File: src/lsPkg.sv
package lsPkg;

    localparam int DataWidth  = 32;
    localparam int AddrWidth  = 32;
    localparam int TagWidth   = 4;
    localparam int MemWords   = 256;  // 1 KiB, upper address bits ignored
    localparam int QueueDepth = 4;
    localparam int MemLatency = 2;    // request edge to response edge

    typedef enum logic [2:0] {
        LB,
        LH,
        LW,
        LBU,
        LHU,
        SB,
        SH,
        SW
    } lsOp_e;

    // one memory word seen as byte lanes or as halfword lanes
    typedef union packed {
        logic [3:0][7:0]  bytes;
        logic [1:0][15:0] halves;
    } memWord_u;

endpackage

File: src/memBus.sv
`timescale 1ns/10ps

interface memBus import lsPkg::*; ();

    logic                     reqValid;
    logic                     reqReady;
    logic                     reqWrite;
    logic [AddrWidth-1:0]     reqAddr;    // word aligned
    logic [DataWidth/8-1:0]   reqByteEn;
    logic [DataWidth-1:0]     reqData;
    logic                     respValid;  // one per accepted request, in order
    logic [DataWidth-1:0]     respData;

    modport master (
        output reqValid, reqWrite, reqAddr, reqByteEn, reqData,
        input  reqReady, respValid, respData
    );

    modport slave (
        input  reqValid, reqWrite, reqAddr, reqByteEn, reqData,
        output reqReady, respValid, respData
    );

endinterface

File: src/fetchUnit.sv
`timescale 1ns/10ps

module fetchUnit import lsPkg::*; (
    input  logic                 clk,
    input  logic                 rst,
    input  logic                 redirectValid,
    input  logic [AddrWidth-1:0] redirectPc,
    memBus.master                mem,
    output logic                 fetchValid,
    input  logic                 fetchReady,
    output logic [AddrWidth-1:0] fetchPc,
    output logic [DataWidth-1:0] fetchInstr
);

    logic [AddrWidth-1:0] pc;
    logic                 running;  // set by the first redirect
    logic                 waiting;
    logic                 stale;    // outstanding read belongs to an old pc
    logic                 startReq;
    logic                 gotResp;

    assign startReq = running && !redirectValid && !mem.reqValid && !waiting && !fetchValid;
    assign gotResp  = waiting && mem.respValid;

    assign fetchPc       = pc;
    assign mem.reqWrite  = 1'b0;
    assign mem.reqByteEn = '1;
    assign mem.reqData   = '0;

    always_ff @(posedge clk or posedge rst) begin
        if (rst) begin
            pc           <= '0;
            running      <= 1'b0;
            waiting      <= 1'b0;
            stale        <= 1'b0;
            fetchValid   <= 1'b0;
            mem.reqValid <= 1'b0;
        end else begin
            if (startReq) begin
                mem.reqValid <= 1'b1;
            end else if (mem.reqValid && mem.reqReady) begin
                mem.reqValid <= 1'b0;
                waiting      <= 1'b1;
            end
            if (gotResp) begin
                waiting    <= 1'b0;
                stale      <= 1'b0;
                fetchValid <= !stale;
            end
            if (fetchValid && fetchReady) begin
                fetchValid <= 1'b0;
                pc         <= pc + AddrWidth'(4);
            end
            if (redirectValid) begin
                pc         <= redirectPc;
                running    <= 1'b1;
                fetchValid <= 1'b0;
                stale      <= mem.reqValid || (waiting && !mem.respValid);
            end
        end
    end

    always_ff @(posedge clk) begin
        if (startReq)
            mem.reqAddr <= {pc[AddrWidth-1:2], 2'b00};
        if (gotResp)
            fetchInstr <= mem.respData;
    end

endmodule

File: src/flat_wrapper.sv
// flat-port wrapper written by rule: the top's interface ports become plain ports
module fetchUnit_flat import lsPkg::*;
  (clk, rst, redirectValid, redirectPc, fetchValid, fetchReady, fetchPc, fetchInstr, mem_reqValid, mem_reqWrite, mem_reqAddr, mem_reqByteEn, mem_reqData, mem_reqReady, mem_respValid, mem_respData);
  memBus mem_i ();
  input  logic clk;
  input  logic rst;
  input  logic redirectValid;
  input  logic [AddrWidth-1:0] redirectPc;
  output logic fetchValid;
  input  logic fetchReady;
  output logic [AddrWidth-1:0] fetchPc;
  output logic [DataWidth-1:0] fetchInstr;
  output wire logic [$bits(mem_i.reqValid)-1:0] mem_reqValid;
  output wire logic [$bits(mem_i.reqWrite)-1:0] mem_reqWrite;
  output wire logic [$bits(mem_i.reqAddr)-1:0] mem_reqAddr;
  output wire logic [$bits(mem_i.reqByteEn)-1:0] mem_reqByteEn;
  output wire logic [$bits(mem_i.reqData)-1:0] mem_reqData;
  input wire logic [$bits(mem_i.reqReady)-1:0] mem_reqReady;
  input wire logic [$bits(mem_i.respValid)-1:0] mem_respValid;
  input wire logic [$bits(mem_i.respData)-1:0] mem_respData;
  assign mem_reqValid = mem_i.reqValid;
  assign mem_reqWrite = mem_i.reqWrite;
  assign mem_reqAddr = mem_i.reqAddr;
  assign mem_reqByteEn = mem_i.reqByteEn;
  assign mem_reqData = mem_i.reqData;
  assign mem_i.reqReady = mem_reqReady;
  assign mem_i.respValid = mem_respValid;
  assign mem_i.respData = mem_respData;
  fetchUnit u_core (.clk(clk), .rst(rst), .redirectValid(redirectValid), .redirectPc(redirectPc), .mem(mem_i), .fetchValid(fetchValid), .fetchReady(fetchReady), .fetchPc(fetchPc), .fetchInstr(fetchInstr));
endmodule
File: config.mk
export PLATFORM = sky130hd
export DESIGN_NAME = fetchUnit_flat
export DESIGN_NICKNAME = d
export VERILOG_FILES = /design/src/lsPkg.sv /design/src/memBus.sv /design/src/fetchUnit.sv /design/src/flat_wrapper.sv
export SDC_FILE = /design/constraint.sdc
export NUM_CORES = 1
export LEC_CHECK = 0
export ABC_AREA = 1
export BUFFER_PORTS_ARGS = -buffer_cell sky130_fd_sc_hd__buf_4
export CAP_MARGIN = 20
export CORE_MARGIN = 2
export CORE_UTILIZATION = 25
export DETAILED_ROUTE_END_ITERATION = 10
export PLACE_DENSITY = 0.49
export SYNTH_ARGS = -nofsm -noshare
export SYNTH_HDL_FRONTEND = slang
export SYNTH_SLANG_ARGS = --single-unit
File: constraint.sdc
create_clock -name clk -period 3.8 [get_ports clk]
set_clock_uncertainty 0.15 [all_clocks]
set_input_delay 0.57 -clock clk [delete_from_list [all_inputs] [get_ports clk]]
set_output_delay 0.57 -clock clk [all_outputs]
set_load 0.03 [all_outputs]
==> results.md <==
- Mapped cell area: 4690 µm²
- Layout Area Growth over Synthesis: 35.8%
- Cell accounting for the most synthesized area: edfxtp_1
- Seq. cell area: 2790 µm²
- Worst-Skew Late Latency: 0.35 ns
- Final HPWL DP: 9.90 mm
- Pre-antenna DRT Iters: 4
- Leakage: 2.88 nW
- Core ar.: 18600 µm²
- Setup TNS: 0 ns
- Slowest cell on the critical path: clkinv_1
- Cell Rows: 50
- Worst r2r path cells: 7
- Final #Nets: 709
- Mean Syn Cell Area: 10.0 µm²
- DR vias: 3690
- PostCTS Resize Cnt: 0
- Routed WL per cell: 15.1 µm
- DP Area: 6080 µm²
- Final Cycle Share: 55.9%
- Starting Density: 25.3%
- First-pass GRT wire length: 20.4 mm
- Worst-margin pin slew: 0.788 ns
- Number of synthesized register bits: 99
- CTS tree: built
- Fraction of layout cells with a size suffix above 1: 33.9%
- Worst path max stage delay: 0.72 ns
- Initial DRC count: 175
- RSZ-0062 raised after global routing: no
- H-Tree Depth: 3
- Power Dens Cells: 553 nW/µm²
- WL final: 13.2 mm
- Largest net degree at the start of global routing: 38
- Hold buffers post-CTS: 0
- Post-CTS Setup Repair Bufs: 0
- Tmin final: 2.13 ns
- Final setup violation count: 0
- Post-route cell area: 6370 µm²
- WS Path Type: input pin to register
- CP Capture Type: register
- Clock transition at path regs: 0.08 ns
- Vias in the first global route: 3587
- Worst setup SP type: input pin
- # fillers: 1916
- Arrival @ worst endpoint: 2.22 ns
- Area share of the largest cell type after synthesis: 39.7%
- Num CTS Buffers: 9
- Clock Tree Buf Depth: 2
- Final Util: 34.3%
- Max-slew headroom: 47.1%
- DRC viols: 0
- Remaining antenna violation count: 0
- Io pins: 205
- Final worst slack: 1.67 ns
- CTS Sinks: 99
- Top post-synthesis cells by area: edfxtp_1 (40%), dfrtp_1 (20%), nand2_1 (10%)
- CP max FO: 28
- Initial antenna violation count: 0
- Die height: 141 µm
- Smallest hold slack: 0.193 ns
- Synth warnings: 0
- Most common cell on crit path: nand2_1
- Multi-input combinational cell area: 1540 µm²
- CP Cell Sequence: buf_4, clkinv_1, o21ai_0, inv_1, nand2_1, nand2_1
- Register area share after synthesis: 59.4%
- Port Buffer Count: 165
- Worst min-delay path category: input pin to asynchronous set/reset pin
- Placement Setup Slack: 1.25 ns
- DIE AREA: 19900 µm²
- Cells after synthesis: 468
- Maximum clock rate: 470 MHz
- GPL Wtd Cong: 0.885
- Ant. Diodes: 0
- All-Layer GR Usage: 13.4%
- CTS Root Cell: clkbuf_16
- Total gr overflow: 0
- CP required: 3.90 ns
- Via/cell ratio: 4.21
- Pins Over Slew Limit: 0
- Status: completed
- Hold Vio Cnt, Final: 0
- Worst vdd ir: 0.000192 V
- Synth unique cells: 31
- Max Cap Viol: 0
- Die X-Extent: 141 µm
## through the flow
stage          cells  power, mW
2_1_floorplan    505       2.21
3_3_place_gp     860       2.61
3_5_place_dp     861       2.65
4_1_cts          877       3.59
5_1_grt          877       3.72
6_report         877       3.53
## kinds of logic (layout without fill, tap and decap cells)
logic type                 Yosys count  after routing  share of synthesized area (%)
AOI/OAI and AO/OA                   46             46                           6.02
DFF                                 99             99                           59.4
buffers and inverters               93            231                           10.9
and+or+nand+nor                    218            218                           21.6
xor gates and xnor gates             9              9                           1.68
adders and majority gates            1              1                          0.266
other                                2             39                          0.160
## layout by cell type, fill, tap and decap left out, types with 15 or more instances in the layout
master	n
nor2_1	27
o21ai_0	15
nand2_1	125
conb_1	39
buf_4	169
inv_1	44
nand3_1	31
dfrtp_1	37
edfxtp_1	62
## worst max-delay path: cells and delay by family
family                 cells  cell delay [ns]
and+or+nand+nor            2             0.12
buffers and inverters      3             1.09
AOI/OAI and AO/OA          1             0.42
## flip-flops by register name, summed over array words and instances, names as in the netlist
register,count
u_core.waiting,1
u_core.fetchInstr,32
u_core.mem.reqAddr,30
u_core.running,1
u_core.mem.reqValid,1
u_core.fetchValid,1
u_core.stale,1
u_core.fetchPc,32
## worst paths after layout
kind	to	slack, ns	start
worst max-delay path	u_core.fetchPc[30]$_DFFE_PP0P_	1.67	redirectValid
worst min-delay path	u_core.waiting$_DFFE_PP0P_	0.19	rst
worst max register to register	u_core.fetchPc[16]$_DFFE_PP0P_	2.01	u_core.fetchPc[2]$_DFFE_PP0P_
worst min register to register	u_core.fetchValid$_DFFE_PP0P_	0.31	u_core.stale$_DFFE_PP0P_
max in group asynchronous	u_core.fetchPc[0]$_DFFE_PP0P_	2.92	rst
min in group clk	u_core.fetchInstr[8]$_DFFE_PP_	0.24	mem_respData[8]
## final cells by class
class,instances,share of cell area (%)
multi-input combinational,313,24.1
sequential,99,43.7
clock buffer,9,3.53
tap,234,4.59
inverter,45,2.65
timing repair buffer,170,20.3
clock inverter,7,1.02
## cell usage after synthesis
master      n
nand2_1   125
edfxtp_1   62
inv_1      44
buf_4      43
dfrtp_1    37
nand3_1    31
nor2_1     27
o21ai_0    15
a21oi_1    11
nor2_4     11
nand2_2     8
nor2_2      8
o21bai_1    8
xor2_1      7
o211ai_1    4
clkbuf_1    3
nand2_4     3
nor3_1      3
o21ai_1     3
buf_2       2
conb_1      2
xnor2_1     2
a21o_1      1
a22o_1      1
a31oi_1     1
clkinv_1    1
ha_1        1
nand3b_1    1
nand4_1     1
o311ai_0    1
o311ai_2    1
## report_power, final
group	switching, mW	total (mW)	internal [mW]
sequential	0.150	1.53	1.38
clock	0.455	0.918	0.463
combinational	0.717	1.08	0.361
total	1.32	3.53	2.21
## per-layer routing
layer  track usage (%)  share of wire, %  vias to the layer above
met1              17.4                45                     1699
li1                  -                 -                     1794
met2              21.0                45                      174
met5                 0                 0                        -
met4              6.11               2.6                        0
met3              3.40               7.4                       23
Power figures use the tool's default switching activity.
