==> src/lsPkg.sv <==
package lsPkg;

    localparam int DataWidth  = 32;
    localparam int AddrWidth  = 32;
    localparam int TagWidth   = 4;
    localparam int MemWords   = 256;  // 1 KiB, upper address bits ignored
    localparam int QueueDepth = 4;
    localparam int MemLatency = 2;    // request edge to response edge

    typedef enum logic [2:0] {
        LB,
        LH,
        LW,
        LBU,
        LHU,
        SB,
        SH,
        SW
    } lsOp_e;

    // one memory word seen as byte lanes or as halfword lanes
    typedef union packed {
        logic [3:0][7:0]  bytes;
        logic [1:0][15:0] halves;
    } memWord_u;

endpackage

==> src/lsIssueBus.sv <==
`timescale 1ns/10ps

interface lsIssueBus import lsPkg::*; ();

    logic                 valid;
    logic                 ready;
    lsOp_e                op;
    logic [AddrWidth-1:0] base;
    logic [AddrWidth-1:0] offset;
    logic [DataWidth-1:0] storeData;
    logic [TagWidth-1:0]  tag;

    modport source (
        output valid, op, base, offset, storeData, tag,
        input  ready
    );

    modport sink (
        input  valid, op, base, offset, storeData, tag,
        output ready
    );

endinterface

==> src/lsQueue.sv <==
`timescale 1ns/10ps

module lsQueue import lsPkg::*; (
    input  logic                 clk,
    input  logic                 rst,
    input  logic                 issueValid,
    output logic                 issueReady,
    input  lsOp_e                issueOp,
    input  logic [AddrWidth-1:0] issueBase,
    input  logic [AddrWidth-1:0] issueOffset,
    input  logic [DataWidth-1:0] issueStoreData,
    input  logic [TagWidth-1:0]  issueTag,
    lsIssueBus.source            out
);

    lsOp_e                opMem    [QueueDepth];
    logic [AddrWidth-1:0] baseMem  [QueueDepth];
    logic [AddrWidth-1:0] offMem   [QueueDepth];
    logic [DataWidth-1:0] dataMem  [QueueDepth];
    logic [TagWidth-1:0]  tagMem   [QueueDepth];

    logic [$clog2(QueueDepth)-1:0] wrPtr;
    logic [$clog2(QueueDepth)-1:0] rdPtr;
    logic [$clog2(QueueDepth):0]   count;
    logic [$clog2(QueueDepth):0]   countNext;
    logic                          push;
    logic                          pop;

    assign push = issueValid && issueReady;
    assign pop  = out.valid && out.ready;

    always_comb begin
        countNext = count;
        if (push && !pop)
            countNext = count + 1'b1;
        else if (pop && !push)
            countNext = count - 1'b1;
    end

    always_ff @(posedge clk or posedge rst) begin
        if (rst) begin
            wrPtr      <= '0;
            rdPtr      <= '0;
            count      <= '0;
            issueReady <= 1'b0;  // held low through reset
        end else begin
            if (push)
                wrPtr <= wrPtr + 1'b1;
            if (pop)
                rdPtr <= rdPtr + 1'b1;
            count      <= countNext;
            issueReady <= (countNext != QueueDepth);
        end
    end

    always_ff @(posedge clk) begin
        if (push) begin
            opMem[wrPtr]   <= issueOp;
            baseMem[wrPtr] <= issueBase;
            offMem[wrPtr]  <= issueOffset;
            dataMem[wrPtr] <= issueStoreData;
            tagMem[wrPtr]  <= issueTag;
        end
    end

    // head entry, oldest in program order
    assign out.valid     = (count != 0);
    assign out.op        = opMem[rdPtr];
    assign out.base      = baseMem[rdPtr];
    assign out.offset    = offMem[rdPtr];
    assign out.storeData = dataMem[rdPtr];
    assign out.tag       = tagMem[rdPtr];

endmodule

==> src/flat_wrapper.sv <==
// flat-port wrapper written by rule: the top's interface ports become plain ports
module lsQueue_flat import lsPkg::*;
  (clk, rst, issueValid, issueReady, issueOp, issueBase, issueOffset, issueStoreData, issueTag, out_valid, out_op, out_base, out_offset, out_storeData, out_tag, out_ready);
  lsIssueBus out_i ();
  input  logic clk;
  input  logic rst;
  input  logic issueValid;
  output logic issueReady;
  input  lsOp_e issueOp;
  input  logic [AddrWidth-1:0] issueBase;
  input  logic [AddrWidth-1:0] issueOffset;
  input  logic [DataWidth-1:0] issueStoreData;
  input  logic [TagWidth-1:0] issueTag;
  output wire logic [$bits(out_i.valid)-1:0] out_valid;
  output wire logic [$bits(out_i.op)-1:0] out_op;
  output wire logic [$bits(out_i.base)-1:0] out_base;
  output wire logic [$bits(out_i.offset)-1:0] out_offset;
  output wire logic [$bits(out_i.storeData)-1:0] out_storeData;
  output wire logic [$bits(out_i.tag)-1:0] out_tag;
  input wire logic [$bits(out_i.ready)-1:0] out_ready;
  assign out_valid = out_i.valid;
  assign out_op = out_i.op;
  assign out_base = out_i.base;
  assign out_offset = out_i.offset;
  assign out_storeData = out_i.storeData;
  assign out_tag = out_i.tag;
  assign out_i.ready = out_ready;
  lsQueue u_core (.clk(clk), .rst(rst), .issueValid(issueValid), .issueReady(issueReady), .issueOp(issueOp), .issueBase(issueBase), .issueOffset(issueOffset), .issueStoreData(issueStoreData), .issueTag(issueTag), .out(out_i));
endmodule
==> config.mk <==
export PLATFORM = sky130hd
export DESIGN_NAME = lsQueue_flat
export DESIGN_NICKNAME = d
export VERILOG_FILES = /design/src/lsPkg.sv /design/src/lsIssueBus.sv /design/src/lsQueue.sv /design/src/flat_wrapper.sv
export SDC_FILE = /design/constraint.sdc
export NUM_CORES = 1
export LEC_CHECK = 0
export ABC_CLOCK_PERIOD_IN_PS = 4000
export BUFFER_PORTS_ARGS = -buffer_cell sky130_fd_sc_hd__buf_2
export CAP_MARGIN = 20
export CORE_MARGIN = 4
export CORE_UTILIZATION = 55
export CTS_BUF_LIST = sky130_fd_sc_hd__clkbuf_16
export DETAILED_ROUTE_END_ITERATION = 6
export PLACE_DENSITY = 0.81
export SLEW_MARGIN = 40
export SYNTH_ARGS = -nofsm -noshare
export SYNTH_HDL_FRONTEND = slang
export SYNTH_SLANG_ARGS = --single-unit
==> constraint.sdc <==
create_clock -name clk -period 4 [get_ports clk]
set_input_delay 0.4 -clock clk [delete_from_list [all_inputs] [get_ports clk]]
set_output_delay 0.4 -clock clk [all_outputs]
set_load 0.02 [all_outputs]
==> flow_summary.yaml <==
die:
  die_y_um: 175
  die_x_um: 175
  die_area_um2: 30700
  start_util_pct: 56.5
  core_um2: 27300
  io_pins: 212
  num_rows: 60
routing:
  ant_nets: 0
  drt-pass1-iter-count: 4
  routed_wl_um: 28200
  drt_iter0_drc: 564
  vias: 6941
  drcViolationCount: 0
  wl_per_cell_um: 22.8
  routed_via_density: 5.62
global_route:
  grt_max_degree: 65
  antenna_found_initial: 5
  track_usage_pct: 18.5
  gr-total-overflow: 0
  grt_pass1_vias: 7421
  grt_pass1_wl_um: 43800
clocking:
  cts.sinks: 420
  cts_buffers: 40
  cts_buffer_depth: 3
  postCtsSetupBuffers: 0
  htreeDepth: 2
  root_buffer: "clkbuf_16"
  clkLatencyLatePin_ps: 520
  path_clk_slew_ps: 70
  tritoncts: "done"
run_status:
  outcome: "finished clean"
worst_setup_path:
  cp-start-kind: "register"
  r2r_end: "u_core.opMem[0][2]$_DFFE_PP_"
  arrival_ps: 2470
  crit_path_start: "u_core.rdPtr[0]$_DFFE_PP0P_"
  reg2regPathDepth: 4
  r2r_start: "u_core.wrPtr[0]$_DFFE_PP0P_"
  ff2ff_setup_slack_ps: 1840
  critPathCaptureType: "output pin"
  worst-setup-path-type: "reg2out"
  worstPathRequired_ps: 3600
  worstPathMaxFanout: 22
synth:
  synth.avg_cell_area_um2: 26.0
  syn_area_um2: 15400
  yosys_warnings: 0
  synth_cells: 592
  synth_cell_types: 29
  seq_area_frac_synth_pct: 81.7
  synth-seq-cells: 420
  synth_fp_nets: 706
cells_and_area:
  fin_util_pct: 67.0
  syn_to_final_growth_pct: 18.5
  nNetsFinal: 946
  drive_gt1_share_pct: 45.0
placed_design:
  numPortBuffers: 211
  dp_hpwl_um: 17000
  place.gp.congestion: 0.741
  dpl_worst_slack_ps: 1600
timing:
  max_freq_mhz: 349
  finalSetupViolations: 0
  tightest_slew_ps: 772
  rsz0062_at_grt: "no"
  hold_viol_final: 0
  setup_slack_ps: 1130
  final-max-slew-violation-count: 0
  period_needed_ps: 2870
  fin_tns_setup_ps: 0
  relSlewSlack_pct: 48.6
  fin_crit_sh_pct: 71.7
  fin_hold_ws_ps: 89.2
  finalClockSkew_ps: 16.0
power_and_ir_drop:
  leakage_nw: 6.24
  vdd_drop_max_mv: 0.462
  power.density_nw_per_um2: 787
min_path:
  min_path_type: "in2reg"
  min_from: "issueOffset[31]"
  hold-path-cell-count: 1
  min_to: "u_core.offMem[1][31]$_DFFE_PP_"
job:
  cap_violations: 0
synthesized netlist by cell type:
cell         n  area [um^2]
buf_6        2         22.5
xnor2_1      4         35.0
nor3b_1      2         15.0
mux2_2       1         11.3
nor4b_1      1         8.76
buf_2       12         60.1
dfrtp_1      8          200
o2bb2ai_1    1         8.76
a311o_1      1         10.0
inv_1        5         18.8
ha_1         7         87.6
clkbuf_1     4         15.0
nor2_1       2         7.51
nor2b_1      1         6.26
o21ai_0      1         5.00
nand4b_1     1         8.76
buf_4        1         7.51
nand3_1      3         15.0
o31ai_1      1         7.51
buf_8        5         75.1
edfxtp_1   412        12400
a21boi_0     1         7.51
nand2b_1     1         6.26
and3_1       4         25.0
a21o_1       1         7.51
mux4_2     103         2320
a21oi_1      1         5.00
o211ai_1     1         7.51
nand2_1      5         18.8
layout by cell type, fill, tap and decap left out, types with 2 or more instances in the layout:
| master | synthesis | final |
|---|---|---|
| nor3b_1 | 2 | 2 |
| mux4_2 | 103 | 103 |
| bufinv_16 | 0 | 5 |
| clkinv_2 | 0 | 6 |
| buf_4 | 1 | 3 |
| inv_6 | 0 | 2 |
| clkinv_1 | 0 | 11 |
| inv_1 | 5 | 10 |
| buf_2 | 12 | 211 |
| ha_1 | 7 | 7 |
| clkbuf_16 | 0 | 41 |
| and3_4 | 0 | 4 |
| dfrtp_4 | 0 | 2 |
| dfrtp_1 | 8 | 6 |
| xnor2_1 | 4 | 4 |
| nor2_1 | 2 | 2 |
| nand3_1 | 3 | 3 |
| clkinvlp_4 | 0 | 2 |
| nand2_1 | 5 | 5 |
| edfxtp_1 | 412 | 412 |
| buf_12 | 0 | 7 |
critical path, cell delays in order (launching register included):
cell     delay, ps
dfrtp_4        700
buf_4          480
mux4_2         580
buf_2          180
final cells by class:
type / instances / area, um^2
Antenna cell: 1 / 2.50
Clock inverter: 32 / 282
Inverter: 5 / 18.8
Timing Repair Buffer: 222 / 1230
Multi-Input combinational cell: 143 / 2640
Clock buffer: 41 / 1030
Tap cell: 372 / 465
Fill cell: 1730 / 9000
Sequential cell: 420 / 12600
worst max-delay path by stage:
stage / to / cells past startpoint / slack (ps)
final: out_base[18] / 3 / 1130
after global routing: out_base[18] / 3 / 930
after CTS: out_base[18] / 3 / 1040
after detailed placement: out_base[18] / 3 / 1600
after global placement: out_base[17] / 3 / 1610
after floorplan: u_core.baseMem[0][0]$_DFFE_PP_ / 3 / 480
state kept, by name (all words and copies together), names as in the netlist:
| register | count |
|---|---|
| u_core.count | 3 |
| u_core.offMem | 128 |
| u_core.wrPtr | 2 |
| u_core.tagMem | 16 |
| u_core.issueReady | 1 |
| u_core.rdPtr | 2 |
| u_core.dataMem | 128 |
| u_core.baseMem | 128 |
| u_core.opMem | 12 |
power breakdown:
| group | internal [mW] | switching [mW] |
|---|---|---|
| Clock | 2.19 | 1.51 |
| Combinational | 1.82 | 2.59 |
| Sequential | 5.87 | 0.376 |
repair_timing:
item	4_1_cts	5_1_grt
endpoints found under the hold margin	8	0
hold buffers	1	0
setup endpoints to repair	0	0
resized for setup	0	0
metrics by stage:
stage | std cells | power (mW) | cell area [um^2]
6_report | 1236 | 14.4 | 18200
3_3_place_gp | 1160 | 10.7 | 16900
2_1_floorplan | 592 | 9.47 | 15400
4_1_cts | 1234 | 14.5 | 18200
3_5_place_dp | 1160 | 10.8 | 16900
5_1_grt | 1235 | 15.1 | 18200
cell families after synthesis:
group | Yosys count | share of synthesized area (%)
adders and majority gates | 7 | 0.569
muxes | 104 | 15.1
xor gates and xnor gates | 4 | 0.228
and+or+nand+nor | 20 | 0.723
buffers and inverters | 29 | 1.29
AOI/OAI and AO/OA | 8 | 0.382
DFF | 420 | 81.7
layer usage:
layer / global-route usage [%] / share of wire (%)
met5: 0 / 0.24
met4: 4.32 / 1.9
met3: 5.36 / 8.0
met2: 29.7 / 49
met1: 25.8 / 41
(Power assumes the default switching activity.)
