<file path="config.mk">
export PLATFORM = sky130hd
export DESIGN_NAME = loadStoreUnit_flat
export DESIGN_NICKNAME = d
export VERILOG_FILES = /design/src/lsPkg.sv /design/src/lsIssueBus.sv /design/src/memBus.sv /design/src/loadStoreUnit.sv /design/src/flat_wrapper.sv
export SDC_FILE = /design/constraint.sdc
export NUM_CORES = 1
export LEC_CHECK = 0
export ABC_AREA = 1
export CAP_MARGIN = 20
export CORE_MARGIN = 4
export CORE_UTILIZATION = 45
export DETAILED_ROUTE_END_ITERATION = 12
export DONT_BUFFER_PORTS = 1
export GPL_TIMING_DRIVEN = 0
export SLEW_MARGIN = 20
export SYNTH_ARGS = -nofsm -noshare
export SYNTH_HDL_FRONTEND = slang
export SYNTH_SLANG_ARGS = --single-unit
</file>
<file path="constraint.sdc">
create_clock -name clk -period 5.55 [get_ports clk]
set_input_delay 0.555 -clock clk [delete_from_list [all_inputs] [get_ports clk]]
set_output_delay 0.555 -clock clk [all_outputs]
set_load 0.01 [all_outputs]
</file>
<file path="src/lsPkg.sv">
package lsPkg;

    localparam int DataWidth  = 32;
    localparam int AddrWidth  = 32;
    localparam int TagWidth   = 4;
    localparam int MemWords   = 256;  // 1 KiB, upper address bits ignored
    localparam int QueueDepth = 4;
    localparam int MemLatency = 2;    // request edge to response edge

    typedef enum logic [2:0] {
        LB,
        LH,
        LW,
        LBU,
        LHU,
        SB,
        SH,
        SW
    } lsOp_e;

    // one memory word seen as byte lanes or as halfword lanes
    typedef union packed {
        logic [3:0][7:0]  bytes;
        logic [1:0][15:0] halves;
    } memWord_u;

endpackage

</file>
<file path="src/lsIssueBus.sv">
`timescale 1ns/10ps

interface lsIssueBus import lsPkg::*; ();

    logic                 valid;
    logic                 ready;
    lsOp_e                op;
    logic [AddrWidth-1:0] base;
    logic [AddrWidth-1:0] offset;
    logic [DataWidth-1:0] storeData;
    logic [TagWidth-1:0]  tag;

    modport source (
        output valid, op, base, offset, storeData, tag,
        input  ready
    );

    modport sink (
        input  valid, op, base, offset, storeData, tag,
        output ready
    );

endinterface

</file>
<file path="src/memBus.sv">
`timescale 1ns/10ps

interface memBus import lsPkg::*; ();

    logic                     reqValid;
    logic                     reqReady;
    logic                     reqWrite;
    logic [AddrWidth-1:0]     reqAddr;    // word aligned
    logic [DataWidth/8-1:0]   reqByteEn;
    logic [DataWidth-1:0]     reqData;
    logic                     respValid;  // one per accepted request, in order
    logic [DataWidth-1:0]     respData;

    modport master (
        output reqValid, reqWrite, reqAddr, reqByteEn, reqData,
        input  reqReady, respValid, respData
    );

    modport slave (
        input  reqValid, reqWrite, reqAddr, reqByteEn, reqData,
        output reqReady, respValid, respData
    );

endinterface

</file>
<file path="src/loadStoreUnit.sv">
`timescale 1ns/10ps

module loadStoreUnit import lsPkg::*; (
    input  logic                 clk,
    input  logic                 rst,
    lsIssueBus.sink              in,
    memBus.master                mem,
    output logic                 resultValid,
    output logic [DataWidth-1:0] resultData,
    output logic [TagWidth-1:0]  resultTag
);

    logic                   busy;
    logic                   take;
    logic                   respTaken;
    logic [AddrWidth-1:0]   effAddr;
    logic [1:0]             laneSel;
    logic [DataWidth/8-1:0] laneEn;
    memWord_u               storeWord;
    memWord_u               respWord;
    lsOp_e                  opReg;
    logic [1:0]             laneReg;
    logic [TagWidth-1:0]    tagReg;
    logic [DataWidth-1:0]   loadValue;

    assign in.ready  = !busy;
    assign take      = in.valid && !busy;
    assign respTaken = busy && !mem.reqValid && mem.respValid;  // request already gone

    assign effAddr = in.base + in.offset;
    assign laneSel = effAddr[1:0];

    // byte enables and store data moved into its lane
    always_comb begin
        storeWord = '0;
        laneEn    = '0;
        case (in.op)
            SB: begin
                storeWord.bytes[laneSel] = in.storeData[7:0];
                laneEn[laneSel]          = 1'b1;
            end
            SH: begin
                storeWord.halves[laneSel[1]] = in.storeData[15:0];
                laneEn = laneSel[1] ? 4'b1100 : 4'b0011;
            end
            SW: begin
                storeWord = in.storeData;
                laneEn    = '1;
            end
            default: laneEn = '1;  // loads read the full word
        endcase
    end

    assign respWord = mem.respData;

    always_comb begin
        case (opReg)
            LB:  loadValue = {{(DataWidth-8){respWord.bytes[laneReg][7]}},
                              respWord.bytes[laneReg]};
            LBU: loadValue = {{(DataWidth-8){1'b0}}, respWord.bytes[laneReg]};
            LH:  loadValue = {{(DataWidth-16){respWord.halves[laneReg[1]][15]}},
                              respWord.halves[laneReg[1]]};
            LHU: loadValue = {{(DataWidth-16){1'b0}}, respWord.halves[laneReg[1]]};
            default: loadValue = respWord;
        endcase
    end

    always_ff @(posedge clk or posedge rst) begin
        if (rst) begin
            busy         <= 1'b0;
            mem.reqValid <= 1'b0;
            resultValid  <= 1'b0;
        end else begin
            resultValid <= 1'b0;  // single cycle pulse
            if (take) begin
                busy         <= 1'b1;
                mem.reqValid <= 1'b1;
            end else if (mem.reqValid && mem.reqReady) begin
                mem.reqValid <= 1'b0;
            end else if (respTaken) begin
                busy        <= 1'b0;
                resultValid <= !(opReg inside {SB, SH, SW});  // stores end silently
            end
        end
    end

    always_ff @(posedge clk) begin
        if (take) begin
            mem.reqWrite  <= in.op inside {SB, SH, SW};
            mem.reqAddr   <= {effAddr[AddrWidth-1:2], 2'b00};
            mem.reqByteEn <= laneEn;
            mem.reqData   <= storeWord;
            opReg         <= in.op;
            laneReg       <= laneSel;
            tagReg        <= in.tag;
        end
        if (respTaken) begin
            resultData <= loadValue;
            resultTag  <= tagReg;
        end
    end

endmodule

</file>
<file path="src/flat_wrapper.sv">
// flat-port wrapper written by rule: the top's interface ports become plain ports
module loadStoreUnit_flat import lsPkg::*;
  (clk, rst, resultValid, resultData, resultTag, in_valid, in_op, in_base, in_offset, in_storeData, in_tag, in_ready, mem_reqValid, mem_reqWrite, mem_reqAddr, mem_reqByteEn, mem_reqData, mem_reqReady, mem_respValid, mem_respData);
  lsIssueBus in_i ();
  memBus mem_i ();
  input  logic clk;
  input  logic rst;
  output logic resultValid;
  output logic [DataWidth-1:0] resultData;
  output logic [TagWidth-1:0] resultTag;
  input wire logic [$bits(in_i.valid)-1:0] in_valid;
  input wire logic [$bits(in_i.op)-1:0] in_op;
  input wire logic [$bits(in_i.base)-1:0] in_base;
  input wire logic [$bits(in_i.offset)-1:0] in_offset;
  input wire logic [$bits(in_i.storeData)-1:0] in_storeData;
  input wire logic [$bits(in_i.tag)-1:0] in_tag;
  output wire logic [$bits(in_i.ready)-1:0] in_ready;
  output wire logic [$bits(mem_i.reqValid)-1:0] mem_reqValid;
  output wire logic [$bits(mem_i.reqWrite)-1:0] mem_reqWrite;
  output wire logic [$bits(mem_i.reqAddr)-1:0] mem_reqAddr;
  output wire logic [$bits(mem_i.reqByteEn)-1:0] mem_reqByteEn;
  output wire logic [$bits(mem_i.reqData)-1:0] mem_reqData;
  input wire logic [$bits(mem_i.reqReady)-1:0] mem_reqReady;
  input wire logic [$bits(mem_i.respValid)-1:0] mem_respValid;
  input wire logic [$bits(mem_i.respData)-1:0] mem_respData;
  assign in_i.valid = in_valid;
  assign in_i.op = in_op;
  assign in_i.base = in_base;
  assign in_i.offset = in_offset;
  assign in_i.storeData = in_storeData;
  assign in_i.tag = in_tag;
  assign in_ready = in_i.ready;
  assign mem_reqValid = mem_i.reqValid;
  assign mem_reqWrite = mem_i.reqWrite;
  assign mem_reqAddr = mem_i.reqAddr;
  assign mem_reqByteEn = mem_i.reqByteEn;
  assign mem_reqData = mem_i.reqData;
  assign mem_i.reqReady = mem_reqReady;
  assign mem_i.respValid = mem_respValid;
  assign mem_i.respData = mem_respData;
  loadStoreUnit u_core (.clk(clk), .rst(rst), .in(in_i), .mem(mem_i), .resultValid(resultValid), .resultData(resultData), .resultTag(resultTag));
endmodule
</file>
==> flow_summary_export.csv <==
group,metric,value,unit
floorplanning,die_w,135,um
logic_synthesis,syn_inst,919,
global_routing,grt_pass1_vias,5757,
worst_hold_path,worstHoldStart,"in_tag[1]",
routing,wl,18.9,mm
clocking,postCtsSetupBuffers,0,
global_routing,grt_max_degree,38,
clocking,cts_tree,"built",
worst_hold_path,hold_class,"in2reg",
critical_path,cp_common_cell,"inv_1",
clocking,cts_resized,0,
logic_synthesis,ys_seq_elements,115,
critical_path,cp.required,5.66,ns
flow_run,max-cap-violations,0,
power,ir_worst_vdd,0.191,mV
critical_path,cp_cell_sequence,"ha_1 -> inv_1 -> fa_1 -> inv_1 -> a31oi_1 -> o21ai_0",
clocking,hold_buffers,1,
critical_path,cp_top_family,"compound AO/OA/AOI/OAI gates",
sta,fmax,436,MHz
clocking,cts.clk_slew.worst_paths,0.06,ns
logic_synthesis,synth_seq_area_share,0.474,
critical_path,r2r_start,"u_core.laneReg[1]$_DFFE_PP_",
layout,drive_gt1_frac,0.0690,
layout,final_cell_mix,"324 x nand2_1, 171 x inv_1, 112 x edfxtp_1",
critical_path,startpoint_type,"input pin",
sta,finClkSkew,0.00789,ns
run_status,outcome,"finished, final reports clean",
sta,maxSlewHeadroom,0.472,
power,leakagePower,3.93,nW
critical_path,crit_buf_inv,2,
sta,rsz0062_at_grt,"no",
floorplanning,rows,46,
clocking,h-tree-depth,4,
clocking,cts_sinks,115,
place,dp_slack,2.81,ns
global_routing,grt_pass1_wl,29.4,mm
layout,filler_cell_count,1547,
critical_path,crit_type,"in2reg",
critical_path,critical_path_peak_fanout,9,
logic_synthesis,synth.top_cell.area_share,0.463,
place,dpl.cell_count,1139,
logic_synthesis,synth-warning-count,0,
clocking,root_buffer,"clkbuf_16",
layout,area_growth_syn_to_layout,12.7,%
routing,drt-vias-per-instance,5.02,
sta,min_period,2.29,ns
sta,setup_violations,0,
layout,utilization,0.517,
worst_hold_path,hold_depth,0,
critical_path,ff2ff_setup_slack,3.88,ns
floorplanning,start_util,0.459,
global_routing,grt_antenna_before_repair,0,
worst_hold_path,min_to,"u_core.tagReg[1]$_DFFE_PP_",
logic_synthesis,netlist_area,0.00726,mm^2
sta,setup_ws,3.26,ns
global_routing,grt_remaining_overflow,0,
layout,final_common_cell,"nand2_1",
critical_path,r2r_cells,10,
clocking,cts_buffers,17,
logic_synthesis,ys_types,40,
routing,antenna_left,0,
logic_synthesis,synth.area.top_cells,"edfxtp_1 46%, nand2_1 17%, inv_1 8.9%, ha_1 5.3%, o21ai_0 3.2%",
sta,tightestPinTransition,0.791,ns
sta,setup_tns,0,ns
layout,fin_cells,1172,
critical_path,critPathMaxStageDelay,0.66,ns
clocking,clkLatencyLatePin,0.40,ns
floorplanning,die-area,0.0182,mm^2
layout,antenna_cells,0,
critical_path,rr_endpoint,"u_core.resultData[26]$_DFFE_PP_",
routing,drt_iter0_drc,332,
critical_path,critPathCaptureType,"register",
critical_path,cp.arrival,2.41,ns
critical_path,slowest_stage,"a31oi_1",
floorplanning,die_h,135,um
power,p_per_area,335,mW/mm^2
layout,nets,1115,
power,finalPower,2.74,mW
clocking,clock_path_buffers,2,
routing,route.detailed.wl_per_inst,16.1,um
routing,drc,0,
floorplanning,top_level_ports,248,
routing,first_pass_iters,5,
sta,finalCritPeriodShare,0.413,
place,dpl.hpwl,15.0,mm
logic_synthesis,avgSynthCellArea,7.90,um^2
routing,dr_total_vias,5889,
global_routing,groute.usage.overall,0.206,
place,port_buffers,0,
place,place.gp.congestion,0.903,
sta,finalHoldViolCount,0,
sta,slew_violations,0,
logic_synthesis,yosysTopAreaCell,"edfxtp_1",
floorplanning,core_region_area,0.0158,mm^2
registers in the layout, summed over array words and instances, names as in the netlist:
| name | flops |
|---|---|
| u_core.busy | 1 |
| u_core.laneReg | 2 |
| u_core.mem.reqAddr | 30 |
| u_core.mem.reqByteEn | 4 |
| u_core.mem.reqData | 32 |
| u_core.mem.reqValid | 1 |
| u_core.mem.reqWrite | 1 |
| u_core.opReg | 3 |
| u_core.resultData | 32 |
| u_core.resultTag | 4 |
| u_core.resultValid | 1 |
| u_core.tagReg | 4 |
cell families (layout without fill, tap and decap cells):
| family | after synthesis | after routing | synth area share |
|---|---|---|---|
| DFF | 115 | 115 | 0.474 |
| AOI/OAI and AO/OA | 123 | 123 | 0.104 |
| other | 1 | 2 | 0.000517 |
| and+or+nand+nor | 442 | 442 | 0.243 |
| muxes | 1 | 1 | 0.00138 |
| xor gates and xnor gates | 15 | 15 | 0.0181 |
| buffers and inverters | 190 | 226 | 0.103 |
| adders and majority gates | 32 | 32 | 0.0562 |
power by group:
group | internal, mW | switching, mW | leakage (nW)
clock | 0.618 | 0.410 | 0.262
combinational | 0.161 | 0.331 | 2.58
sequential | 1.12 | 0.101 | 1.09
total | 1.90 | 0.843 | 3.93
worst max path at each step:
stage | start | end | depth (start not counted) | slack (ns)
final | in_offset[0] | u_core.mem.reqData[16]$_DFFE_PP_ | 6 | 3.26
after CTS | in_offset[0] | u_core.mem.reqData[16]$_DFFE_PP_ | 6 | 3.23
after detailed placement | in_offset[0] | u_core.mem.reqData[21]$_DFFE_PP_ | 6 | 2.81
after floorplan | in_valid | u_core.laneReg[0]$_DFFE_PP_ | 2 | 1.24
after global placement | in_valid | u_core.mem.reqAddr[6]$_DFFE_PP_ | 2 | -0.59
after global routing | in_offset[0] | u_core.mem.reqData[20]$_DFFE_PP_ | 6 | 3.03
metal layers:
| layer | vias to the layer above | wire length, um | track usage |
|---|---|---|---|
| li1 | 3020 | - | - |
| met1 | 2602 | 7890 | 0.254 |
| met3 | 34 | 1280 | 0.0522 |
| met2 | 233 | 9050 | 0.342 |
| met4 | 0 | 645 | 0.0946 |
| met5 | - | 0 | 0 |
synthesized netlist by cell type (all sizes together):
master / instances
buf: 11
xnor2: 3
nor2: 62
edfxtp: 112
clkinv: 1
nand3: 43
nand3b: 1
a22oi: 8
o21a: 1
mux2i: 1
nand4: 4
o21ai: 55
o22ai: 8
inv: 174
a21oi: 25
o21bai: 3
ha: 31
conb: 1
or2: 1
xor2: 12
nor3: 3
fa: 1
o211ai: 14
dfrtp: 3
clkbuf: 4
o221ai: 7
a31oi: 1
nand2: 328
a21o: 1
metrics by stage:
| step | hold slack, ns | cell area (um^2) |
|---|---|---|
| 6_report | 0.246 | 8180 |
| 5_1_grt | 0.218 | 8180 |
| 4_1_cts | 0.221 | 8180 |
| 3_5_place_dp | 0.339 | 7610 |
| 3_3_place_gp | 0.333 | 7530 |
| 2_1_floorplan | 0.309 | 7260 |
area by class of cell:
| class | count | area, um^2 | share of cell area |
|---|---|---|---|
| Sequential cell | 115 | 3440 | 0.420 |
| Multi-Input combinational cell | 615 | 3090 | 0.377 |
| Inverter | 175 | 659 | 0.0806 |
| Clock buffer | 17 | 425 | 0.0520 |
| Tap cell | 216 | 270 | 0.0330 |
| Clock inverter | 15 | 135 | 0.0165 |
| Buffer | 15 | 87.6 | 0.0107 |
| Timing Repair Buffer | 4 | 77.6 | 0.00948 |
(Power assumes the default switching activity.)
