### src/lsPkg.sv
package lsPkg;

    localparam int DataWidth  = 32;
    localparam int AddrWidth  = 32;
    localparam int TagWidth   = 4;
    localparam int MemWords   = 256;  // 1 KiB, upper address bits ignored
    localparam int QueueDepth = 4;
    localparam int MemLatency = 2;    // request edge to response edge

    typedef enum logic [2:0] {
        LB,
        LH,
        LW,
        LBU,
        LHU,
        SB,
        SH,
        SW
    } lsOp_e;

    // one memory word seen as byte lanes or as halfword lanes
    typedef union packed {
        logic [3:0][7:0]  bytes;
        logic [1:0][15:0] halves;
    } memWord_u;

endpackage

### src/memBus.sv
`timescale 1ns/10ps

interface memBus import lsPkg::*; ();

    logic                     reqValid;
    logic                     reqReady;
    logic                     reqWrite;
    logic [AddrWidth-1:0]     reqAddr;    // word aligned
    logic [DataWidth/8-1:0]   reqByteEn;
    logic [DataWidth-1:0]     reqData;
    logic                     respValid;  // one per accepted request, in order
    logic [DataWidth-1:0]     respData;

    modport master (
        output reqValid, reqWrite, reqAddr, reqByteEn, reqData,
        input  reqReady, respValid, respData
    );

    modport slave (
        input  reqValid, reqWrite, reqAddr, reqByteEn, reqData,
        output reqReady, respValid, respData
    );

endinterface

### src/memArbiter.sv
`timescale 1ns/10ps

module memArbiter import lsPkg::*; (
    input  logic  clk,
    input  logic  rst,
    memBus.slave  lsPort,
    memBus.slave  fetchPort,
    memBus.master mem
);

    logic                          lastFetch;  // fetch was served last
    logic                          grantFetch;
    logic                          canAccept;
    logic                          accepted;
    logic                          headFetch;
    logic                          owner [MemLatency];  // 1 marks a fetch request
    logic [$clog2(MemLatency)-1:0] ordWr;
    logic [$clog2(MemLatency)-1:0] ordRd;
    logic [$clog2(MemLatency):0]   orderCount;

    // round robin, the master not served last wins a tie
    assign grantFetch = fetchPort.reqValid && (!lsPort.reqValid || !lastFetch);
    assign canAccept  = (orderCount != MemLatency) || mem.respValid;

    assign mem.reqValid  = (lsPort.reqValid || fetchPort.reqValid) && canAccept;
    assign mem.reqWrite  = grantFetch ? fetchPort.reqWrite  : lsPort.reqWrite;
    assign mem.reqAddr   = grantFetch ? fetchPort.reqAddr   : lsPort.reqAddr;
    assign mem.reqByteEn = grantFetch ? fetchPort.reqByteEn : lsPort.reqByteEn;
    assign mem.reqData   = grantFetch ? fetchPort.reqData   : lsPort.reqData;

    assign lsPort.reqReady    = mem.reqReady && canAccept && !grantFetch;
    assign fetchPort.reqReady = mem.reqReady && canAccept && grantFetch;
    assign accepted           = mem.reqValid && mem.reqReady;

    // responses return in acceptance order
    assign headFetch           = owner[ordRd];
    assign lsPort.respValid    = mem.respValid && !headFetch;
    assign fetchPort.respValid = mem.respValid && headFetch;
    assign lsPort.respData     = mem.respData;
    assign fetchPort.respData  = mem.respData;

    always_ff @(posedge clk or posedge rst) begin
        if (rst) begin
            lastFetch  <= 1'b0;
            ordWr      <= '0;
            ordRd      <= '0;
            orderCount <= '0;
        end else begin
            if (accepted) begin
                lastFetch <= grantFetch;
                ordWr     <= ordWr + 1'b1;
            end
            if (mem.respValid)
                ordRd <= ordRd + 1'b1;
            if (accepted && !mem.respValid)
                orderCount <= orderCount + 1'b1;
            else if (mem.respValid && !accepted)
                orderCount <= orderCount - 1'b1;
        end
    end

    always_ff @(posedge clk) begin
        if (accepted)
            owner[ordWr] <= grantFetch;
    end

endmodule

### src/flat_wrapper.sv
// flat-port wrapper written by rule: the top's interface ports become plain ports
module memArbiter_flat import lsPkg::*;
  (clk, rst, lsPort_reqValid, lsPort_reqWrite, lsPort_reqAddr, lsPort_reqByteEn, lsPort_reqData, lsPort_reqReady, lsPort_respValid, lsPort_respData, fetchPort_reqValid, fetchPort_reqWrite, fetchPort_reqAddr, fetchPort_reqByteEn, fetchPort_reqData, fetchPort_reqReady, fetchPort_respValid, fetchPort_respData, mem_reqValid, mem_reqWrite, mem_reqAddr, mem_reqByteEn, mem_reqData, mem_reqReady, mem_respValid, mem_respData);
  memBus lsPort_i ();
  memBus fetchPort_i ();
  memBus mem_i ();
  input  logic clk;
  input  logic rst;
  input wire logic [$bits(lsPort_i.reqValid)-1:0] lsPort_reqValid;
  input wire logic [$bits(lsPort_i.reqWrite)-1:0] lsPort_reqWrite;
  input wire logic [$bits(lsPort_i.reqAddr)-1:0] lsPort_reqAddr;
  input wire logic [$bits(lsPort_i.reqByteEn)-1:0] lsPort_reqByteEn;
  input wire logic [$bits(lsPort_i.reqData)-1:0] lsPort_reqData;
  output wire logic [$bits(lsPort_i.reqReady)-1:0] lsPort_reqReady;
  output wire logic [$bits(lsPort_i.respValid)-1:0] lsPort_respValid;
  output wire logic [$bits(lsPort_i.respData)-1:0] lsPort_respData;
  input wire logic [$bits(fetchPort_i.reqValid)-1:0] fetchPort_reqValid;
  input wire logic [$bits(fetchPort_i.reqWrite)-1:0] fetchPort_reqWrite;
  input wire logic [$bits(fetchPort_i.reqAddr)-1:0] fetchPort_reqAddr;
  input wire logic [$bits(fetchPort_i.reqByteEn)-1:0] fetchPort_reqByteEn;
  input wire logic [$bits(fetchPort_i.reqData)-1:0] fetchPort_reqData;
  output wire logic [$bits(fetchPort_i.reqReady)-1:0] fetchPort_reqReady;
  output wire logic [$bits(fetchPort_i.respValid)-1:0] fetchPort_respValid;
  output wire logic [$bits(fetchPort_i.respData)-1:0] fetchPort_respData;
  output wire logic [$bits(mem_i.reqValid)-1:0] mem_reqValid;
  output wire logic [$bits(mem_i.reqWrite)-1:0] mem_reqWrite;
  output wire logic [$bits(mem_i.reqAddr)-1:0] mem_reqAddr;
  output wire logic [$bits(mem_i.reqByteEn)-1:0] mem_reqByteEn;
  output wire logic [$bits(mem_i.reqData)-1:0] mem_reqData;
  input wire logic [$bits(mem_i.reqReady)-1:0] mem_reqReady;
  input wire logic [$bits(mem_i.respValid)-1:0] mem_respValid;
  input wire logic [$bits(mem_i.respData)-1:0] mem_respData;
  assign lsPort_i.reqValid = lsPort_reqValid;
  assign lsPort_i.reqWrite = lsPort_reqWrite;
  assign lsPort_i.reqAddr = lsPort_reqAddr;
  assign lsPort_i.reqByteEn = lsPort_reqByteEn;
  assign lsPort_i.reqData = lsPort_reqData;
  assign lsPort_reqReady = lsPort_i.reqReady;
  assign lsPort_respValid = lsPort_i.respValid;
  assign lsPort_respData = lsPort_i.respData;
  assign fetchPort_i.reqValid = fetchPort_reqValid;
  assign fetchPort_i.reqWrite = fetchPort_reqWrite;
  assign fetchPort_i.reqAddr = fetchPort_reqAddr;
  assign fetchPort_i.reqByteEn = fetchPort_reqByteEn;
  assign fetchPort_i.reqData = fetchPort_reqData;
  assign fetchPort_reqReady = fetchPort_i.reqReady;
  assign fetchPort_respValid = fetchPort_i.respValid;
  assign fetchPort_respData = fetchPort_i.respData;
  assign mem_reqValid = mem_i.reqValid;
  assign mem_reqWrite = mem_i.reqWrite;
  assign mem_reqAddr = mem_i.reqAddr;
  assign mem_reqByteEn = mem_i.reqByteEn;
  assign mem_reqData = mem_i.reqData;
  assign mem_i.reqReady = mem_reqReady;
  assign mem_i.respValid = mem_respValid;
  assign mem_i.respData = mem_respData;
  memArbiter u_core (.clk(clk), .rst(rst), .lsPort(lsPort_i), .fetchPort(fetchPort_i), .mem(mem_i));
endmodule
### config.mk
export PLATFORM = sky130hd
export DESIGN_NAME = memArbiter_flat
export DESIGN_NICKNAME = d
export VERILOG_FILES = /design/src/lsPkg.sv /design/src/memBus.sv /design/src/memArbiter.sv /design/src/flat_wrapper.sv
export SDC_FILE = /design/constraint.sdc
export NUM_CORES = 1
export LEC_CHECK = 0
export BUFFER_PORTS_ARGS = -buffer_cell sky130_fd_sc_hd__buf_2
export CAP_MARGIN = 20
export CORE_AREA = 2 2 120 122
export CTS_CLUSTER_SIZE = 8
export DETAILED_ROUTE_END_ITERATION = 10
export DIE_AREA = 0 0 122 124
export HOLD_SLACK_MARGIN = 0.1
export PLACE_DENSITY_LB_ADDON = 0.05
export SYNTH_ARGS = -nofsm -noshare
export SYNTH_HDL_FRONTEND = slang
export SYNTH_SLANG_ARGS = --single-unit
### constraint.sdc
create_clock -name clk -period 1.5 [get_ports clk]
set_input_delay 0.075 -clock clk [delete_from_list [all_inputs] [get_ports clk]]
set_output_delay 0.075 -clock clk [all_outputs]
set_load 0.05 [all_outputs]
==> implementation parameters <==
Parameter                              Value

Route
  Detail-routed via count per cell    3.472
  Post-detailed-routing wire length    7.755 mm
  First-iteration detailed-routing DRC count    18
  # DRC    0
  Per-cell routed wire length    14.83 um
  Vias    1816
  Detail Route Antenna Nets    0
  Iteration count of the initial detailed-routing pass    3

Pwr
  Share of power burned in the clock network    11.7%
  Sequential cell fraction of total power    9.0%
  Final total power    3832 uW
  Sw frac    46.31%
  Leakage power of the design    0.001891 uW
  Internal portion of total power    2058 uW
  Proportion of power drawn by combinational gates    79.4%
  Peak ir drop on the vdd network    534.8 uV
  Power density normalized to cell area    1087 nW/um^2
  Net switching power figure    1774 uW

Setup path
  Worst Reg-to-Reg Cells    5
  CP startpoint kind    flip-flop
  FF-to-FF End    u_core.orderCount[1]
  Critical path required time    1420 ps
  Biggest fanout along the worst timing path    16
  R2R Setup Slk    110 ps
  Kind of capture point of the worst setup path    primary output
  Arrival time at the worst endpoint    1620 ps
  Type of the worst setup path    flip-flop to primary output
  Startpoint of the worst register-to-register path    u_core.orderCount[0]

Synth
  Net Count, Synth    351
  Avg Synthesized Cell Area    11.69 sq um
  Share of synthesized area occupied by flip-flops and latches    9.108%
  Most common flop cell mapped by yosys    sky130_fd_sc_hd__dfrtp_1
  Number of flops mapped to enable cells by yosys    2
  Leading area contributor after synthesis    sky130_fd_sc_hd__mux2_4
  Largest cells by area after synthesis    sky130_fd_sc_hd__mux2_4 (49%), sky130_fd_sc_hd__buf_4 (24%), sky130_fd_sc_hd__buf_12 (7.9%), sky130_fd_sc_hd__dfrtp_1 (6.2%), sky130_fd_sc_hd__edfxtp_1 (3.0%)
  Total number of yosys warnings    0
  Share of the synthesized area in the top cell type    49.48%
  Fraction of registers with async set or reset after synthesis    71.43%
  Flip-flop and latch count after synthesis    7
  Syn Inst Count    174
  Cell variety after synth    22
  Synth Cell Area    2033 sq um

Global routing
  Met3 routing resource usage after global routing    2.747%
  Total gr overflow    0
  Global-route wire length before repair    10.16 mm
  Global Route met2 Usage    17.35%
  Pin count of the biggest net entering global routing    32
  Number of global-route vias before repair    1838
  Most Crowded Layer GR    met2
  Tot GR Track Use    8.571%
  Antenna violations before repair    0
  Global Route met1 Usage    8.700%

Final layout
  P&R area growth vs syn    73.35%
  Final core utilization    25.69%
  Fraction of layout cells with a size suffix above 1    90.38%
  Net count reported at finish    521
  Leading cell type in the layout, fill and taps excluded    sky130_fd_sc_hd__buf_2
  Antenna diode count    0
  Number of standard cells in the final layout excluding fillers    523
  Layout filler cell count    1501
  Commonest cells after routing, fill and taps aside    sky130_fd_sc_hd__buf_2 (146), sky130_fd_sc_hd__mux2_4 (69), sky130_fd_sc_hd__buf_6 (67), sky130_fd_sc_hd__buf_4 (10)

STA
  Unrepaired setup endpoints after global routing    true
  Minimum setup slack in the final design    -196.5 ps
  Post-route clock period utilization    113.1%
  Final hold vios    0
  Slew HR    81.04%
  Endpoints failing setup    70
  Number of max-slew violations in the final report    0
  Highest clock frequency the design can meet    0.5895 GHz
  Worst Max-Slew Pin Slew    281.4 ps
  Min Clock Period, post-route    1696 ps
  Clk_skew    0.4734 ps

Hold path
  Worst hold path type    input pin to flip-flop
  Min-Delay Startpoint    mem_reqReady
  Hold worst-path end    u_core.lastFetch
  Number of cells on the worst hold path    2

Run status
  Status    finished with violations
  Failing checks    negative setup slack

Place
  Gpl congestion    0.7332
  DP Cell Count    510
  Post-DP HPWL    6.690 mm
  Number of port buffers    217

Clock network
  TritonCTS sink count    7
  Number of buffers between clock root and the deepest sink    2
  Number of H-tree branching levels    1
  Worst skew pair latency    230 ps
  CTS tree    yes
  Number of CTS-inserted buffers    3
  Library cell used as clock root buffer    sky130_fd_sc_hd__clkbuf_16
  Post-CTS clock slew at the launch and capture registers of the worst setup and hold paths    40 ps

Die
  Area of the die    15130 sq um
  Number of core rows    43
  IO Pins    314
  Initial core utilization    14.82%
  Chip Height    124 um
  Die Width    122 um
  Floorplan core area    13720 sq um

Run
  Max-cap violations    0
routing by layer:
layer,share of wire (%),vias up
met1,34,806
met2,54,122
met3,11,15
met5,0,-
met4,0.76,0
li1,-,873
worst max-delay path by stage:
stage                     start  slack (ps)               to
2_1_floorplan  u_core.lastFetch          10  lsPort_reqReady
3_3_place_gp   u_core.lastFetch         -30  mem_reqData[27]
3_5_place_dp   u_core.lastFetch         -60  mem_reqData[27]
4_1_cts        u_core.lastFetch        -240  mem_reqData[27]
5_1_grt        u_core.lastFetch        -260  mem_reqAddr[26]
6_report       u_core.lastFetch        -200  mem_reqAddr[16]
cells by family (layout without fill, tap and decap cells):
| kind of cell | count (synthesis) | count (layout) | synth area share [%] |
|---|---|---|---|
| buf+inv | 74 | 243 | 31.88 |
| mux | 70 | 70 | 51.08 |
| simple gates | 13 | 13 | 3.261 |
| flops | 7 | 7 | 9.108 |
| xor+xnor | 5 | 5 | 2.154 |
| compound gates | 4 | 4 | 1.908 |
| fa+ha+maj | 1 | 1 | 0.6153 |
power groups by stage:
stage	clock (uW)	sequential, uW	combinational, uW
2_1_floorplan	0	343	2460
3_3_place_gp	0	348	2570
3_5_place_dp	0	347	2550
4_1_cts	453	343	3000
5_1_grt	478	358	3170
6_report	448	343	3040
critical path, stage by stage (launching register included):
cell	delay, ps
sky130_fd_sc_hd__dfrtp_1	390
sky130_fd_sc_hd__a21boi_4	200
sky130_fd_sc_hd__buf_4	150
sky130_fd_sc_hd__buf_12	160
sky130_fd_sc_hd__mux2_4	320
sky130_fd_sc_hd__buf_6	150
synthesized netlist by cell type, types with 2 or more instances:
library cell / number
sky130_fd_sc_hd__mux2_4: 67
sky130_fd_sc_hd__buf_4: 64
sky130_fd_sc_hd__buf_12: 8
sky130_fd_sc_hd__nor2_1: 6
sky130_fd_sc_hd__dfrtp_1: 5
sky130_fd_sc_hd__xor2_1: 4
sky130_fd_sc_hd__and2_1: 2
sky130_fd_sc_hd__edfxtp_1: 2
sky130_fd_sc_hd__inv_1: 2
sky130_fd_sc_hd__mux2_2: 2
layout make-up:
cell class | count | area, sq um | share of cell area, %
Multi-Input combinational cell | 93 | 1215 | 34.47
Timing Repair Buffer | 237 | 1813 | 51.44
Clock buffer | 4 | 78.83 | 2.236
Inverter | 2 | 7.507 | 0.2130
Sequential cell | 7 | 185.2 | 5.254
Tap cell | 180 | 225.2 | 6.390
timing repair:
item	4_1_cts	5_1_grt
gates resized for setup	145	5
setup buffers	2	2
endpoints found under the setup margin	71	72
cloned	1	2
hold buffers	2	0
pin swaps	1	0
endpoints found under the hold margin	6	0
sequential cells by signal, summed over array words and instances, names as in the netlist:
name	flops
u_core.ordWr	1
u_core.orderCount	2
u_core.owner	2
u_core.lastFetch	1
u_core.ordRd	1
through the flow:
stage | cell area (sq um) | hold WS [ps] | setup WS, ps | setup TNS (ps)
2_1_floorplan | 2033 | -146.5 | 11.50 | 0
3_3_place_gp | 2861 | 10.24 | -34.44 | -1223
3_5_place_dp | 2861 | 5.236 | -60.60 | -2725
4_1_cts | 3455 | 112.5 | -238.6 | -14750
5_1_grt | 3525 | 131.7 | -263.2 | -17010
6_report | 3525 | 111.8 | -196.5 | -12310
Note: power is estimated with default switching activity, not from simulation.
